## src/hdl/lsu_bus_pkg.sv

```systemverilog
//////////////////////////////////////////////////////////////////////
// data bus geometry for the load/store unit
// bus and address are fixed at 32 bits with four byte lanes
//////////////////////////////////////////////////////////////////////

`default_nettype none

package lsu_bus_pkg;

  ////////////////////////////////////////////////////////////////////
  // bus widths
  ////////////////////////////////////////////////////////////////////

  localparam int unsigned BUS_W  = 32;  // read and write data width
  localparam int unsigned BE_W   = 4;   // one enable per byte lane
  localparam int unsigned ADDR_W = 32;  // byte address width

  ////////////////////////////////////////////////////////////////////
  // address constants
  ////////////////////////////////////////////////////////////////////

  localparam int unsigned OFFS_W     = 2;  // byte offset inside a word
  localparam int unsigned WORD_BYTES = 4;  // step from first to second part

endpackage

`default_nettype wire

```

## src/hdl/lsu_op_pkg.sv

```systemverilog
//////////////////////////////////////////////////////////////////////
// access and sequencing types of the load/store unit
// size code 2'b11 has no name of its own and decodes as a byte
//////////////////////////////////////////////////////////////////////

`default_nettype none

package lsu_op_pkg;

  ////////////////////////////////////////////////////////////////////
  // access size as driven by the execute stage
  ////////////////////////////////////////////////////////////////////

  typedef enum logic [1:0] {
    LSU_WORD = 2'b00,  // 32 bit access
    LSU_HALF = 2'b01,  // 16 bit access
    LSU_BYTE = 2'b10   // 8 bit access, 2'b11 is treated the same
  } lsu_size_e;

  ////////////////////////////////////////////////////////////////////
  // bus sequencer states
  ////////////////////////////////////////////////////////////////////

  typedef enum logic [2:0] {
    IDLE,             // no access pending
    WAIT_GNT_MIS,     // first part of a split access waits for grant
    WAIT_RVALID_MIS,  // first part granted, waiting for its response
    WAIT_GNT,         // single or second part waits for grant
    WAIT_RVALID       // last part granted, waiting for its response
  } lsu_state_e;

  // a half word at this offset reaches into the next word
  localparam logic [1:0] OFFS_HALF_SPLIT = 2'd3;

endpackage

`default_nettype wire

```

## src/hdl/lsu_bus_fsm.sv

```systemverilog
//////////////////////////////////////////////////////////////////////
// bus sequencer for one access at a time, split into at most two parts
// core fields must stay stable from req_i until data_valid_o
//////////////////////////////////////////////////////////////////////

`timescale 1ns/1ps
`default_nettype none

module lsu_bus_fsm (
  input  logic                              clk_i,
  input  logic                              rst_ni,
  input  logic                              req_i,
  input  logic                              we_i,
  input  lsu_op_pkg::lsu_size_e             size_i,
  input  logic                              sign_ext_i,
  input  logic [lsu_bus_pkg::OFFS_W-1:0]    offset_i,
  input  logic                              split_i,
  input  logic                              data_gnt_i,
  input  logic                              data_rvalid_i,
  input  logic                              data_err_i,
  output logic                              data_req_o,
  output logic                              second_part_o,
  output logic                              first_rdata_en_o,  // hold first read word
  output lsu_op_pkg::lsu_size_e             size_q_o,
  output logic                              sign_ext_q_o,
  output logic [lsu_bus_pkg::OFFS_W-1:0]    offset_q_o,
  output logic                              data_valid_o,
  output logic                              load_err_o,
  output logic                              store_err_o
);
  import lsu_bus_pkg::*;
  import lsu_op_pkg::*;

  lsu_state_e        state_q, state_d;
  logic              misaligned_q, misaligned_d;  // first part of a split access granted
  logic              ctx_update;
  logic              err_pulse;
  logic              we_q;
  lsu_size_e         size_q;
  logic              sign_ext_q;
  logic [OFFS_W-1:0] offset_q;

  ////////////////////////////////////////////////////////////////////
  // next state and bus request
  ////////////////////////////////////////////////////////////////////

  always_comb begin
    state_d          = state_q;
    misaligned_d     = misaligned_q;
    data_req_o       = 1'b0;
    data_valid_o     = 1'b0;
    first_rdata_en_o = 1'b0;
    err_pulse        = 1'b0;
    unique case (state_q)
      IDLE: begin
        if (req_i) begin
          data_req_o = 1'b1;  // request goes out in the same cycle
          if (data_gnt_i) begin
            misaligned_d = split_i;
            state_d      = split_i ? WAIT_RVALID_MIS : WAIT_RVALID;
          end else begin
            state_d      = split_i ? WAIT_GNT_MIS : WAIT_GNT;
          end
        end
      end
      WAIT_GNT_MIS: begin
        data_req_o = 1'b1;
        if (data_gnt_i) begin
          misaligned_d = 1'b1;
          state_d      = WAIT_RVALID_MIS;
        end
      end
      WAIT_RVALID_MIS: begin
        if (data_rvalid_i) begin
          if (data_err_i) begin     // first part failed, drop the second one
            data_valid_o = 1'b1;
            err_pulse    = 1'b1;
            misaligned_d = 1'b0;
            state_d      = IDLE;
          end else begin
            first_rdata_en_o = ~we_q;  // keep the low bytes of a split load
            data_req_o       = 1'b1;   // second part leaves with the first rvalid
            state_d          = data_gnt_i ? WAIT_RVALID : WAIT_GNT;
          end
        end
      end
      WAIT_GNT: begin
        data_req_o = 1'b1;
        if (data_gnt_i) begin
          state_d = WAIT_RVALID;
        end
      end
      WAIT_RVALID: begin
        if (data_rvalid_i) begin
          data_valid_o = 1'b1;      // completes with the last response
          err_pulse    = data_err_i;
          misaligned_d = 1'b0;
          state_d      = IDLE;
        end
      end
      default: state_d = IDLE;
    endcase
  end

  ////////////////////////////////////////////////////////////////////
  // state and access context
  ////////////////////////////////////////////////////////////////////

  assign ctx_update = data_req_o & data_gnt_i;  // accepted request

  always_ff @(posedge clk_i or negedge rst_ni) begin
    if (!rst_ni) begin
      state_q      <= IDLE;
      misaligned_q <= 1'b0;
      we_q         <= 1'b0;
      size_q       <= LSU_WORD;
      sign_ext_q   <= 1'b0;
      offset_q     <= '0;
    end else begin
      state_q      <= state_d;
      misaligned_q <= misaligned_d;
      if (ctx_update) begin
        we_q       <= we_i;
        size_q     <= size_i;
        sign_ext_q <= sign_ext_i;
        offset_q   <= offset_i;
      end
    end
  end

  assign second_part_o = misaligned_q;
  assign size_q_o      = size_q;
  assign sign_ext_q_o  = sign_ext_q;
  assign offset_q_o    = offset_q;

  // error type follows the access that was granted
  assign load_err_o    = err_pulse & ~we_q;
  assign store_err_o   = err_pulse &  we_q;

endmodule

`default_nettype wire

```

## src/hdl/lsu_rdata_align.sv

```systemverilog
//////////////////////////////////////////////////////////////////////
// read data merge and extension
// result is valid only in the cycle of the final rvalid
//////////////////////////////////////////////////////////////////////

`timescale 1ns/1ps
`default_nettype none

module lsu_rdata_align (
  input  logic                              clk_i,
  input  logic                              rst_ni,
  input  logic [lsu_bus_pkg::BUS_W-1:0]     data_rdata_i,
  input  logic                              first_rdata_en_i,
  input  lsu_op_pkg::lsu_size_e             size_i,      // registered at grant
  input  logic                              sign_ext_i,
  input  logic [lsu_bus_pkg::OFFS_W-1:0]    offset_i,
  output logic [lsu_bus_pkg::BUS_W-1:0]     rdata_o
);
  import lsu_bus_pkg::*;
  import lsu_op_pkg::*;

  logic [BUS_W-1:0] rdata_q;  // first word of a split load
  logic [BUS_W-1:0] rdata_w;
  logic [BUS_W-1:0] rdata_h;
  logic [BUS_W-1:0] rdata_b;
  logic [15:0]      half;
  logic [7:0]       byte_val;

  always_ff @(posedge clk_i or negedge rst_ni) begin
    if (!rst_ni) begin
      rdata_q <= '0;
    end else if (first_rdata_en_i) begin
      rdata_q <= data_rdata_i;
    end
  end

  ////////////////////////////////////////////////////////////////////
  // lane selection
  ////////////////////////////////////////////////////////////////////

  // low bytes come from the held word, high bytes from the current one
  always_comb begin
    unique case (offset_i)
      2'd0:    rdata_w = data_rdata_i;
      2'd1:    rdata_w = {data_rdata_i[7:0],  rdata_q[31:8]};
      2'd2:    rdata_w = {data_rdata_i[15:0], rdata_q[31:16]};
      default: rdata_w = {data_rdata_i[23:0], rdata_q[31:24]};
    endcase
  end

  always_comb begin
    unique case (offset_i)
      2'd0:    half = data_rdata_i[15:0];
      2'd1:    half = data_rdata_i[23:8];
      2'd2:    half = data_rdata_i[31:16];
      default: half = {data_rdata_i[7:0], rdata_q[31:24]};  // crosses the word
    endcase
  end

  assign byte_val = data_rdata_i[{offset_i, 3'b000} +: 8];

  // zero or sign extension
  assign rdata_h = {{16{sign_ext_i & half[15]}}, half};
  assign rdata_b = {{24{sign_ext_i & byte_val[7]}}, byte_val};

  always_comb begin
    unique case (size_i)
      LSU_WORD: rdata_o = rdata_w;
      LSU_HALF: rdata_o = rdata_h;
      default:  rdata_o = rdata_b;  // both byte codes
    endcase
  end

endmodule

`default_nettype wire

```

## src/hdl/lsu_req_decode.sv

```systemverilog
//////////////////////////////////////////////////////////////////////
// purely combinational request decode
// addr_i must stay stable for both parts of a split access
// the second part address is formed here as the first word plus 4
//////////////////////////////////////////////////////////////////////

`timescale 1ns/1ps
`default_nettype none

module lsu_req_decode (
  input  lsu_op_pkg::lsu_size_e             size_i,
  input  logic [lsu_bus_pkg::ADDR_W-1:0]    addr_i,
  input  logic [lsu_bus_pkg::BUS_W-1:0]     wdata_i,
  input  logic                              second_part_i,  // first part already granted
  output logic                              split_o,
  output logic [lsu_bus_pkg::ADDR_W-1:0]    bus_addr_o,
  output logic [lsu_bus_pkg::BE_W-1:0]      be_o,
  output logic [lsu_bus_pkg::BUS_W-1:0]     bus_wdata_o
);
  import lsu_bus_pkg::*;
  import lsu_op_pkg::*;

  logic [OFFS_W-1:0] offset;
  logic [ADDR_W-1:0] word_addr;

  assign offset    = addr_i[OFFS_W-1:0];
  assign word_addr = {addr_i[ADDR_W-1:OFFS_W], {OFFS_W{1'b0}}};

  ////////////////////////////////////////////////////////////////////
  // byte enables
  ////////////////////////////////////////////////////////////////////

  always_comb begin
    unique case (size_i)
      LSU_WORD: begin
        if (!second_part_i) begin     // upper lanes of the first word
          unique case (offset)
            2'd0:    be_o = 4'b1111;
            2'd1:    be_o = 4'b1110;
            2'd2:    be_o = 4'b1100;
            default: be_o = 4'b1000;
          endcase
        end else begin                // remaining lanes in the next word
          unique case (offset)
            2'd0:    be_o = 4'b0000;  // never issued, aligned words do not split
            2'd1:    be_o = 4'b0001;
            2'd2:    be_o = 4'b0011;
            default: be_o = 4'b0111;
          endcase
        end
      end
      LSU_HALF: begin
        if (!second_part_i) begin
          unique case (offset)
            2'd0:    be_o = 4'b0011;
            2'd1:    be_o = 4'b0110;
            2'd2:    be_o = 4'b1100;
            default: be_o = 4'b1000;
          endcase
        end else begin
          be_o = 4'b0001;             // only the upper byte spills over
        end
      end
      default: be_o = 4'b0001 << offset;  // byte, both size codes
    endcase
  end

  ////////////////////////////////////////////////////////////////////
  // write data lane rotation
  ////////////////////////////////////////////////////////////////////

  // rotate left by the offset so each byte meets its lane in either part
  always_comb begin
    unique case (offset)
      2'd0:    bus_wdata_o = wdata_i;
      2'd1:    bus_wdata_o = {wdata_i[23:0], wdata_i[31:24]};
      2'd2:    bus_wdata_o = {wdata_i[15:0], wdata_i[31:16]};
      default: bus_wdata_o = {wdata_i[7:0],  wdata_i[31:8]};
    endcase
  end

  // unaligned word, or half word crossing into the next word
  assign split_o = ((size_i == LSU_WORD) && (offset != '0)) ||
                   ((size_i == LSU_HALF) && (offset == OFFS_HALF_SPLIT));

  assign bus_addr_o = second_part_i ? word_addr + ADDR_W'(WORD_BYTES)  // next word
                                    : word_addr;

endmodule

`default_nettype wire

```

## src/hdl/lsu_top.sv

```systemverilog
//////////////////////////////////////////////////////////////////////
// load/store unit top, request/grant/rvalid data bus
// one access in flight, core holds its fields until data_valid_o
//////////////////////////////////////////////////////////////////////

`timescale 1ns/1ps
`default_nettype none

module lsu_top (
  input  logic                              clk_i,
  input  logic                              rst_ni,
  // core side
  input  logic                              req_i,
  input  logic                              we_i,
  input  lsu_op_pkg::lsu_size_e             size_i,
  input  logic                              sign_ext_i,
  input  logic [lsu_bus_pkg::ADDR_W-1:0]    addr_i,
  input  logic [lsu_bus_pkg::BUS_W-1:0]     wdata_i,
  output logic                              data_valid_o,
  output logic [lsu_bus_pkg::BUS_W-1:0]     rdata_o,
  output logic                              load_err_o,
  output logic                              store_err_o,
  // data bus
  output logic                              data_req_o,
  output logic [lsu_bus_pkg::ADDR_W-1:0]    data_addr_o,  // word aligned
  output logic                              data_we_o,
  output logic [lsu_bus_pkg::BE_W-1:0]      data_be_o,
  output logic [lsu_bus_pkg::BUS_W-1:0]     data_wdata_o,
  input  logic                              data_gnt_i,
  input  logic                              data_rvalid_i,
  input  logic                              data_err_i,
  input  logic [lsu_bus_pkg::BUS_W-1:0]     data_rdata_i
);
  import lsu_bus_pkg::*;
  import lsu_op_pkg::*;

  logic              split;
  logic              second_part;
  logic              first_rdata_en;
  lsu_size_e         size_q;
  logic              sign_ext_q;
  logic [OFFS_W-1:0] offset_q;

  lsu_req_decode lsu_req_decode_inst (
    .size_i        (size_i),
    .addr_i        (addr_i),
    .wdata_i       (wdata_i),
    .second_part_i (second_part),
    .split_o       (split),
    .bus_addr_o    (data_addr_o),
    .be_o          (data_be_o),
    .bus_wdata_o   (data_wdata_o)
  );

  lsu_bus_fsm lsu_bus_fsm_inst (
    .clk_i            (clk_i),
    .rst_ni           (rst_ni),
    .req_i            (req_i),
    .we_i             (we_i),
    .size_i           (size_i),
    .sign_ext_i       (sign_ext_i),
    .offset_i         (addr_i[OFFS_W-1:0]),
    .split_i          (split),
    .data_gnt_i       (data_gnt_i),
    .data_rvalid_i    (data_rvalid_i),
    .data_err_i       (data_err_i),
    .data_req_o       (data_req_o),
    .second_part_o    (second_part),
    .first_rdata_en_o (first_rdata_en),
    .size_q_o         (size_q),
    .sign_ext_q_o     (sign_ext_q),
    .offset_q_o       (offset_q),
    .data_valid_o     (data_valid_o),
    .load_err_o       (load_err_o),
    .store_err_o      (store_err_o)
  );

  lsu_rdata_align lsu_rdata_align_inst (
    .clk_i            (clk_i),
    .rst_ni           (rst_ni),
    .data_rdata_i     (data_rdata_i),
    .first_rdata_en_i (first_rdata_en),
    .size_i           (size_q),
    .sign_ext_i       (sign_ext_q),
    .offset_i         (offset_q),
    .rdata_o          (rdata_o)
  );

  assign data_we_o = we_i;  // write enable goes straight to the bus

endmodule

`default_nettype wire

```

## config.mk

```make
export PLATFORM = sky130hd
export DESIGN_NAME = lsu_top
export DESIGN_NICKNAME = d
export VERILOG_FILES = /design/src/hdl/lsu_bus_pkg.sv /design/src/hdl/lsu_op_pkg.sv /design/src/hdl/lsu_bus_fsm.sv /design/src/hdl/lsu_rdata_align.sv /design/src/hdl/lsu_req_decode.sv /design/src/hdl/lsu_top.sv
export SDC_FILE = /design/constraint.sdc
export NUM_CORES = 1
export LEC_CHECK = 0
export BUFFER_PORTS_ARGS = -buffer_cell sky130_fd_sc_hd__buf_4
export CORE_MARGIN = 2
export CORE_UTILIZATION = 25
export DETAILED_ROUTE_END_ITERATION = 7
export GPL_TIMING_DRIVEN = 0
export PLACE_DENSITY_LB_ADDON = 0.2
export SYNTH_ARGS = -nofsm -noshare
export SYNTH_HDL_FRONTEND = slang
export SYNTH_SLANG_ARGS = --single-unit
```

## constraint.sdc

```tcl
create_clock -name clk_i -period 3.3 [get_ports clk_i]
set_input_delay 0.165 -clock clk_i [delete_from_list [all_inputs] [get_ports clk_i]]
set_output_delay 0.165 -clock clk_i [all_outputs]
set_load 0.01 [all_outputs]
```

==> results of run 1 <==
-- what timing repair did --
item | CTS | global route
hold endpoints to repair | 34 | 0
hold buffers | 1 | 0
endpoints found under the setup margin | 0 | 0
-- worst max-delay path: stages, from the launching register on --
cell	delay [ns]
dfrtp_1	0.37
clkbuf_1	0.25
nor2_1	0.67
buf_2	0.39
a22oi_1	0.10
o21ai_0	0.31
buf_4	0.18
-- cell type report --
type                            count  area (um^2)  area share, %
Clock buffer                        6          139           2.01
Inverter                           41          154           2.23
Multi-Input combinational cell    459         3580           51.9
Sequential cell                    34          851           12.3
Tap cell                          260          325           4.72
Buffer                             51          263           3.81
Timing Repair Buffer              209         1570           22.8
Clock inverter                      2         12.5          0.181
-- power groups by stage --
stage | combinational (mW) | clock, mW | sequential (mW)
after global placement | 3.95 | 0 | 0.788
after global routing | 4.27 | 0.525 | 0.818
after CTS | 3.96 | 0.507 | 0.785
after detailed placement | 3.95 | 0 | 0.792
after floorplan | 2.42 | 0 | 0.736
final | 3.97 | 0.496 | 0.788
-- metrics by stage --
stage               std cells  total power [mW]
CTS                      1062              5.26
global placement         1053              4.73
finish                   1062              5.25
floorplan                 585              3.16
detailed placement       1053              4.74
global route             1062              5.61
-- how the worst max path moves through the flow --
stage                   to  slack (ns)  depth (start not counted)
2_1_floorplan   rdata_o[7]        1.59                          6
3_3_place_gp   rdata_o[12]        0.91                          6
3_5_place_dp   rdata_o[12]        0.92                          6
4_1_cts        rdata_o[12]        0.62                          6
5_1_grt        rdata_o[17]        0.53                          7
6_report       rdata_o[12]        0.57                          6
-- kinds of logic after synthesis --
logic type / Yosys count / share of synthesized area [%]
muxes: 110 / 26.6
buffers and inverters: 92 / 8.60
other: 1 / 0.0774
AOI/OAI and AO/OA: 144 / 22.6
xor gates and xnor gates: 31 / 5.60
DFF: 34 / 17.6
adders and majority gates: 8 / 2.07
and+or+nand+nor: 164 / 16.9
-- layer usage --
metal | global-route usage, % | up-vias
met1 | 24.9 | 2645
met2 | 30.5 | 330
li1 | - | 2622
met5 | 0 | -
met3 | 6.24 | 15
met4 | 3.25 | 0
-- cells in the mapped netlist (3+ instances only) --
master     number
a21oi_1        13
a222oi_1       32
a22o_1          5
a22oi_1        16
a2bb2oi_1      10
and3_1          5
buf_1           4
buf_2          15
buf_4           8
buf_6           3
clkbuf_1       21
dfrtp_1        34
ha_1            8
inv_1          40
mux2_2         40
mux2i_1        59
mux4_2         11
nand2_1        53
nand2b_1        6
nand3_1        23
nand4_1         9
nor2_1         44
nor2b_1         4
nor3b_1         3
o21ai_0        34
o221ai_1        9
o2bb2ai_1       4
o31ai_1         8
xnor2_1        24
xor2_1          7
-- state kept, by name (all words and copies together), names as in the netlist --
name                            flops
lsu_rdata_align_inst.rdata_q       24
lsu_bus_fsm_inst.we_q               1
lsu_bus_fsm_inst.sign_ext_q_o       1
lsu_bus_fsm_inst.offset_q_o         2
lsu_bus_fsm_inst.second_part_o      1
lsu_bus_fsm_inst.state_q            3
lsu_bus_fsm_inst.size_q_o           2
==> impl_metrics.json, run 1 <==
{
  "status": "finished, violations left",
  "violations": "design-rule violations",
  "met3_length_um": 2380,
  "dp_hpwl_um": 15300,
  "grt_pass1_wl_um": 30300,
  "viasPerCell": 5.28,
  "numPortBuffers": 208,
  "regToRegSetupSlack_ns": 1.50,
  "fp.coreArea_um2": 18900,
  "fin_crit_sh_pct": 82.7,
  "min_path_type": "in -> reg",
  "relSlewSlack_pct": 46.1,
  "min_from": "data_gnt_i",
  "first_pass_iters": 8,
  "ys_seq_area_share_pct": 17.6,
  "die_y_um": 143,
  "ys_types": 56,
  "p_sw_mw": 2.49,
  "swShare_pct": 47.4,
  "synthCells": 584,
  "p_per_area_nw_per_um2": 761,
  "placed_area_um2": 6740,
  "slew_viol_final": 0,
  "numCtsBuffers": 5,
  "syn_area_per_cell_um2": 8.30,
  "finalSetupViolations": 0,
  "crit_fanout": 10,
  "wl_met2_um": 9260,
  "root_buffer": "clkbuf_16",
  "cts_tree": "yes",
  "synth-edff-count": 0,
  "critPathKind": "reg -> out",
  "antenna_found_initial": 0,
  "p_comb_share_pct": 75.5,
  "drc": 16,
  "vdd_drop_max_v": 0.000286,
  "grt_max_degree": 35,
  "wl_um": 20200,
  "p_leak_nw": 3.22,
  "grt_pass1_vias": 5365,
  "drt_iter0_drc": 593,
  "drive_above_1_share_pct": 37.7,
  "layout_setup_ws_ns": 0.573,
  "design.die.area_um2": 20500,
  "vias": 5612,
  "hold_ws_ns": 0.0862,
  "cts.sinks": 34,
  "n_fill_cell": 2058,
  "p_clk_share_pct": 9.5,
  "yosysWarningCount": 0,
  "ys_ff_latch": 34,
  "synth_async_sr_flop_share_pct": 100,
  "fin_nets": 915,
  "yosys-top-cells-area": "dfrtp_1 18%, mux2i_1 12%, mux2_2 9.3%, a222oi_1 6.6%, mux4_2 5.1%",
  "fmax_mhz": 367,
  "rr_worst_depth": 4,
  "floorplan.initialDensity_pct": 25.7,
  "rsz0062_at_grt": "false",
  "synth_top_cell_by_area": "dfrtp_1",
  "synth_top_area_share_pct": 17.6,
  "rr_startpoint": "lsu_bus_fsm_inst.we_q$_DFFE_PN0P_",
  "r2r-end": "lsu_rdata_align_inst.rdata_q[10]$_DFFE_PN0P_",
  "gp_congestion": 0.853,
  "cts_buffer_depth": 2,
  "cts.clk_slew.worst_paths_ns": 0.06,
  "ios": 211,
  "clk_latency_ns": 0.29,
  "drtAntennaViolNets": 0,
  "hold_path_end": "lsu_bus_fsm_inst.state_q[0]$_DFFE_PN0P_",
  "cts_setup_buffers": 0,
  "final_common_cell": "buf_4",
  "finalSetupTns_ns": 0,
  "holdPathStages": 2,
  "maxCapViolations": 0,
  "seqPwrFrac_pct": 15.0,
  "area_growth_pct": 42.3,
  "fp-row-count": 50,
  "grt_overflow_total": 0,
  "tightest_slew_ns": 0.808,
  "p_int_mw": 2.76,
  "cp-startpoint": "lsu_bus_fsm_inst.size_q_o[1]$_DFFE_PN0P_",
  "routed.top_layer": "met4",
  "worstPathArrival_ns": 2.56,
  "final-hold-violation-count": 0,
  "syn_area_um2": 4850,
  "wl_per_cell_um": 19.1,
  "final_cell_area_um2": 6900,
  "cts-htree-levels": 2,
  "cp-end-kind": "output pin",
  "final_cell_mix": "216 x buf_4, 59 x mux2i_1, 53 x nand2_1",
  "skew_ns": 0.00445,
  "track_usage_pct": 18.9,
  "met1_length_um": 8390,
  "num_antenna_cells": 0,
  "dieWidth_um": 143,
  "synth_ff_type": "dfrtp_1",
  "fin_crit_ns": 2.73,
  "cts_resized": 0,
  "utilization_pct": 36.5,
  "startpoint_type": "flip-flop",
  "dp_slack_ns": 0.923,
  "cp.required_ns": 3.13
}
Power figures use the tool's default switching activity.
==> run 2: changes to the inputs <==
Settings changed: ABC_AREA set to 1.
Clock period 3.3 ns to 2.3 ns, I/O delays scaled along.
==> impl_metrics.json, run 2 <==
{
  "final_cell_area_um2": 7270,
  "drc": 0,
  "utilization_pct": 35.9,
  "fp.coreArea_um2": 20200,
  "rr_startpoint": "lsu_bus_fsm_inst.state_q[0]$_DFFE_PN0P_",
  "n_fill_cell": 2315,
  "synth-edff-count": 0,
  "status": "finished clean",
  "die_y_um": 147,
  "syn_area_um2": 5150,
  "endpoint": "rdata_o[23]",
  "finalSetupViolations": 0,
  "final-hold-violation-count": 0,
  "grt_max_degree": 35,
  "root_buffer": "clkbuf_16",
  "synth_common_cells": "255 x nand2_1, 117 x inv_1, 93 x nand3_1",
  "tightest_slew_ns": 0.767,
  "cts.clk_slew.worst_paths_ns": 0.06,
  "startpoint_type": "flip-flop",
  "multi_input_area_um2": 3590,
  "p_leak_nw": 3.69,
  "vdd_drop_max_v": 0.000446,
  "ys_seq_area_share_pct": 16.5,
  "gp_congestion": 0.928,
  "wl_um": 23900,
  "vias": 7198,
  "seq_area_um2": 851,
  "cts_tree": "yes",
  "fin_crit_sh_pct": 97.5,
  "cp-end-kind": "output pin",
  "maxCapViolations": 0,
  "placed_area_um2": 7050,
  "synth_top_area_share_pct": 18.6,
  "final_common_cell": "nand2_1",
  "num_antenna_cells": 0,
  "final_cell_mix": "255 x nand2_1, 213 x buf_4, 117 x inv_1",
  "grt_pass1_vias": 6918,
  "crit_fanout": 10,
  "relSlewSlack_pct": 48.9,
  "largest_reg_flops": 24,
  "cts_buffer_depth": 2,
  "yosysMostFrequentCell": "nand2_1",
  "cp-startpoint": "lsu_bus_fsm_inst.offset_q_o[0]$_DFFE_PN0P_",
  "track_usage_pct": 21.3,
  "fin_crit_ns": 2.24,
  "antenna_found_initial": 0,
  "numPortBuffers": 208,
  "finalSetupTns_ns": 0,
  "reg.largest.list": "lsu_rdata_align_inst.rdata_q x24, lsu_bus_fsm_inst.state_q x3",
  "drive_above_1_share_pct": 23.0,
  "cts_setup_buffers": 0,
  "drtAntennaViolNets": 0,
  "fmax_mhz": 446,
  "ys_types": 38,
  "viasPerCell": 5.07,
  "ys_ff_latch": 34,
  "synth_ff_type": "dfrtp_1",
  "clk_latency_ns": 0.29,
  "fp-row-count": 52,
  "design.die.area_um2": 21800,
  "grt_pass1_wl_um": 37300,
  "synth_async_sr_flop_share_pct": 100,
  "worstPathArrival_ns": 2.13,
  "floorplan.initialDensity_pct": 25.4,
  "critPathKind": "reg -> out",
  "cp.required_ns": 2.18,
  "cts-htree-levels": 2,
  "r2r-end": "lsu_rdata_align_inst.rdata_q[8]$_DFFE_PN0P_",
  "first_pass_iters": 5,
  "min_path_type": "in -> reg",
  "top_register": "lsu_rdata_align_inst.rdata_q",
  "syn_area_per_cell_um2": 5.52,
  "drt_iter0_drc": 521,
  "dieWidth_um": 147,
  "regToRegSetupSlack_ns": 0.55,
  "synthCells": 933,
  "ios": 211,
  "cts.sinks": 34,
  "slew_viol_final": 0,
  "grt_overflow_total": 0,
  "numCtsBuffers": 5,
  "area_growth_pct": 41.2,
  "yosys-top-cells-area": "nand2_1 19%, dfrtp_1 17%, nand3_1 9.0%, inv_1 8.5%, a21oi_1 7.6%",
  "p_per_area_nw_per_um2": 1020,
  "fin_nets": 1263,
  "dp_hpwl_um": 18600,
  "wl_per_cell_um": 16.9,
  "rr_worst_depth": 7,
  "skew_ns": 0.0100,
  "synth_top_cell_by_area": "nand2_1",
  "yosysWarningCount": 0
}
==> run 2: cell types whose count changed after synthesis, sizes merged, moves of 34 or more <==
cell,before,now
mux2i,59,0
o22ai,0,34
o21ai,35,111
nand2,53,259
a21oi,13,78
nand3,23,96
inv,40,124
mux2,40,0
==> run 2: kinds of logic after synthesis <==
family                     synth area share (%)
AOI/OAI and AO/OA                          26.8
xor gates and xnor gates                   3.06
adders and majority gates                  1.94
buffers and inverters                      14.4
DFF                                        16.5
other                                    0.0729
and+or+nand+nor                            37.2
==> run 2: worst max-delay path, stage by stage, from the launching register on <==
cell and delay, ns:
dfrtp_1 0.52, nand2_4 0.19, inv_2 0.25, nand2_1 0.10, nand4_2 0.16, nand3_4 0.14
buf_6 0.19, nand3_1 0.13, buf_4 0.14
==> run 2: routing by layer <==
metal	vias to the layer above	GRT usage [%]	share of wire (%)
li1	3547	-	-
met1	3248	28.1	42
met2	368	35.0	46
met3	35	4.85	11
met4	0	5.67	2.0
met5	-	0	0
==> run 2: worst min path at each step <==
| stage | startpoint | endpoint | slack (ns) | cells past startpoint |
|---|---|---|---|---|
| finish | data_rvalid_i | lsu_bus_fsm_inst.state_q[2]$_DFFE_PN0P_ | 0.05 | 2 |
| global route | data_rvalid_i | lsu_bus_fsm_inst.state_q[2]$_DFFE_PN0P_ | 0.06 | 2 |
| CTS | data_rvalid_i | lsu_bus_fsm_inst.state_q[2]$_DFFE_PN0P_ | 0.05 | 2 |
| detailed placement | rst_ni | lsu_rdata_align_inst.rdata_q[27]$_DFFE_PN0P_ | 0.11 | 1 |
| global placement | rst_ni | lsu_rdata_align_inst.rdata_q[27]$_DFFE_PN0P_ | 0.12 | 1 |
| floorplan | rst_ni | lsu_bus_fsm_inst.offset_q_o[0]$_DFFE_PN0P_ | -0.18 | 0 |
==> run 2: cell type report <==
cell class | count | area share, %
Multi-Input combinational cell | 721 | 49.4
Timing Repair Buffer | 209 | 21.6
Sequential cell | 34 | 11.7
Inverter | 126 | 6.51
Tap cell | 270 | 4.65
Buffer | 52 | 3.82
Clock buffer | 5 | 1.72
Clock inverter | 3 | 0.620
==> run 2: per-stage QoR <==
step	total power, mW	hold slack [ns]	std cells	setup slack, ns
final	7.38	0.0484	1420	0.0578
after global routing	7.99	0.0561	1420	-0.00526
after detailed placement	6.46	0.114	1412	0.169
after global placement	6.45	0.120	1412	0.148
after floorplan	4.18	-0.181	934	0.796
after CTS	7.29	0.0480	1420	0.00216
==> run 2: what timing repair did <==
action | CTS | global route
resized for setup | 2 | 17
endpoints found under the setup margin | 4 | 30
endpoints found under the hold margin | 34 | 0
hold buffers | 1 | 0
==> run 2: report_power, final <==
part,switching (mW),leakage [nW],internal [mW]
Combinational,3.35,3.19,2.13
Sequential,0.231,0.430,0.883
Clock,0.281,0.0760,0.511
Total,3.86,3.69,3.52
==> run 3: changes to the inputs <==
Clock period 2.3 ns to 2.4 ns, I/O delays scaled along.
==> impl_metrics.json, run 3 (synthesis results as in run 2) <==
{
  "status": "finished clean",
  "root_buffer": "clkbuf_16",
  "largest_reg_flops": 24,
  "wl_per_cell_um": 16.9,
  "holdPathStages": 2,
  "antenna_found_initial": 0,
  "p_leak_nw": 3.68,
  "final-hold-violation-count": 0,
  "min_from": "data_rvalid_i",
  "viasPerCell": 5.07,
  "first_pass_iters": 5,
  "finalSetupViolations": 0,
  "p_total_mw": 7.01,
  "floorplan.initialDensity_pct": 25.4,
  "dp_hpwl_um": 18600,
  "track_usage_pct": 21.3,
  "p_comb_share_pct": 74.1,
  "rr_startpoint": "lsu_bus_fsm_inst.state_q[0]$_DFFE_PN0P_",
  "num_antenna_cells": 0,
  "r2r-end": "lsu_rdata_align_inst.rdata_q[8]$_DFFE_PN0P_",
  "wl_met2_um": 10800,
  "maxCapViolations": 0,
  "worstPathArrival_ns": 2.19,
  "cts.sinks": 34,
  "top_register": "lsu_rdata_align_inst.rdata_q",
  "p_clk_share_pct": 10.8,
  "p_int_mw": 3.34,
  "wl_um": 23900,
  "drc": 0,
  "min_path_type": "in -> reg",
  "swShare_pct": 52.3,
  "cts.clk_slew.worst_paths_ns": 0.06,
  "fin_crit_ns": 2.31,
  "final_common_cell": "nand2_1",
  "tightest_slew_ns": 0.780,
  "crit_fanout": 10,
  "startpoint_type": "flip-flop",
  "cts_tree": "yes",
  "place_inst": 1412,
  "numCtsBuffers": 5,
  "vias": 7204,
  "cp-end-kind": "output pin",
  "p_sw_mw": 3.67,
  "fp-row-count": 52,
  "final_cell_mix": "255 x nand2_1, 212 x buf_4, 117 x inv_1",
  "area_growth_pct": 40.6,
  "relSlewSlack_pct": 48.0,
  "rr_worst_depth": 7,
  "slew_viol_final": 0,
  "grt_pass1_vias": 6914,
  "met1_length_um": 9830,
  "cp.required_ns": 2.28,
  "met3_length_um": 2760,
  "drtAntennaViolNets": 0,
  "hold_ws_ns": 0.0563,
  "grt_overflow_total": 0,
  "vdd_drop_max_v": 0.000411,
  "p_per_area_nw_per_um2": 969,
  "clk_latency_ns": 0.29,
  "cp-startpoint": "lsu_bus_fsm_inst.offset_q_o[0]$_DFFE_PN0P_",
  "drive_above_1_share_pct": 22.7,
  "skew_ns": 0.0101,
  "ios": 211,
  "numPortBuffers": 208,
  "fin_cells": 1420,
  "hold_path_end": "lsu_bus_fsm_inst.state_q[2]$_DFFE_PN0P_",
  "drt_iter0_drc": 565,
  "grt_pass1_wl_um": 37200,
  "regToRegSetupSlack_ns": 0.66,
  "routed.top_layer": "met4",
  "seqPwrFrac_pct": 15.1,
  "dieWidth_um": 147,
  "gp_congestion": 0.928,
  "cts_buffer_depth": 2,
  "design.die.area_um2": 21800,
  "fin_nets": 1263,
  "fin_crit_sh_pct": 96.3,
  "reg.largest.list": "lsu_rdata_align_inst.rdata_q x24, lsu_bus_fsm_inst.state_q x3",
  "die_y_um": 147,
  "grt_max_degree": 35,
  "cts-htree-levels": 2,
  "critPathKind": "reg -> out",
  "fp.coreArea_um2": 20200,
  "fmax_mhz": 433
}
==> run 3: critical path: stages, from the launching register on <==
cell	delay (ns)
dfrtp_1	0.48
nand2_4	0.18
inv_2	0.24
clkbuf_1	0.45
a21oi_1	0.13
o21ai_1	0.13
nand3_1	0.12
buf_4	0.16
==> run 3: how the worst max path moves through the flow <==
stage | to | slack [ns] | cells past startpoint
floorplan | rdata_o[22] | 0.89 | 8
finish | rdata_o[24] | 0.09 | 7
global placement | rdata_o[31] | 0.24 | 7
CTS | rdata_o[15] | 0.06 | 9
detailed placement | rdata_o[31] | 0.26 | 7
global route | rdata_o[15] | -0.002 | 10
==> run 3: final cells by class <==
| class | instances | area, um^2 |
|---|---|---|
| clock inverter | 3 | 45.0 |
| buffer | 52 | 269 |
| fill | 2324 | 13000 |
| multi-input combinational | 721 | 3570 |
| timing repair buffer | 209 | 1570 |
| tap | 270 | 338 |
| inverter | 126 | 473 |
| clock buffer | 5 | 125 |
| sequential | 34 | 851 |
==> run 3: what timing repair did <==
action	in CTS	in global routing
hold endpoints to repair	34	0
resized for setup	0	7
hold buffers	1	0
endpoints found under the setup margin	1	15
setup buffers	0	0
==> run 3: power by group through the flow <==
stage	logic [mW]	clock network, mW	registers [mW]
3_3_place_gp	5.12	0	1.06
4_1_cts	5.14	0.775	1.05
2_1_floorplan	3.00	0	1.00
5_1_grt	5.70	0.796	1.10
3_5_place_dp	5.13	0	1.06
6_report	5.19	0.757	1.06
==> run 3: per-stage QoR <==
stage / utilization, % / instance area (um^2) / TNS [ns] / setup slack, ns
floorplan: - / 5150 / 0 / 0.891
global placement: 34.8 / 7050 / 0 / 0.243
detailed placement: 34.8 / 7050 / 0 / 0.264
CTS: 35.7 / 7230 / 0 / 0.0572
global route: 35.8 / 7240 / -0.00188 / -0.00188
finish: 35.8 / 7240 / 0 / 0.0893
==> run 3: routing by layer <==
layer | vias up | track usage (%)
li1 | 3547 | -
met1 | 3233 | 28.0
met2 | 392 | 35.0
met3 | 32 | 4.88
met4 | 0 | 5.67
met5 | - | 0
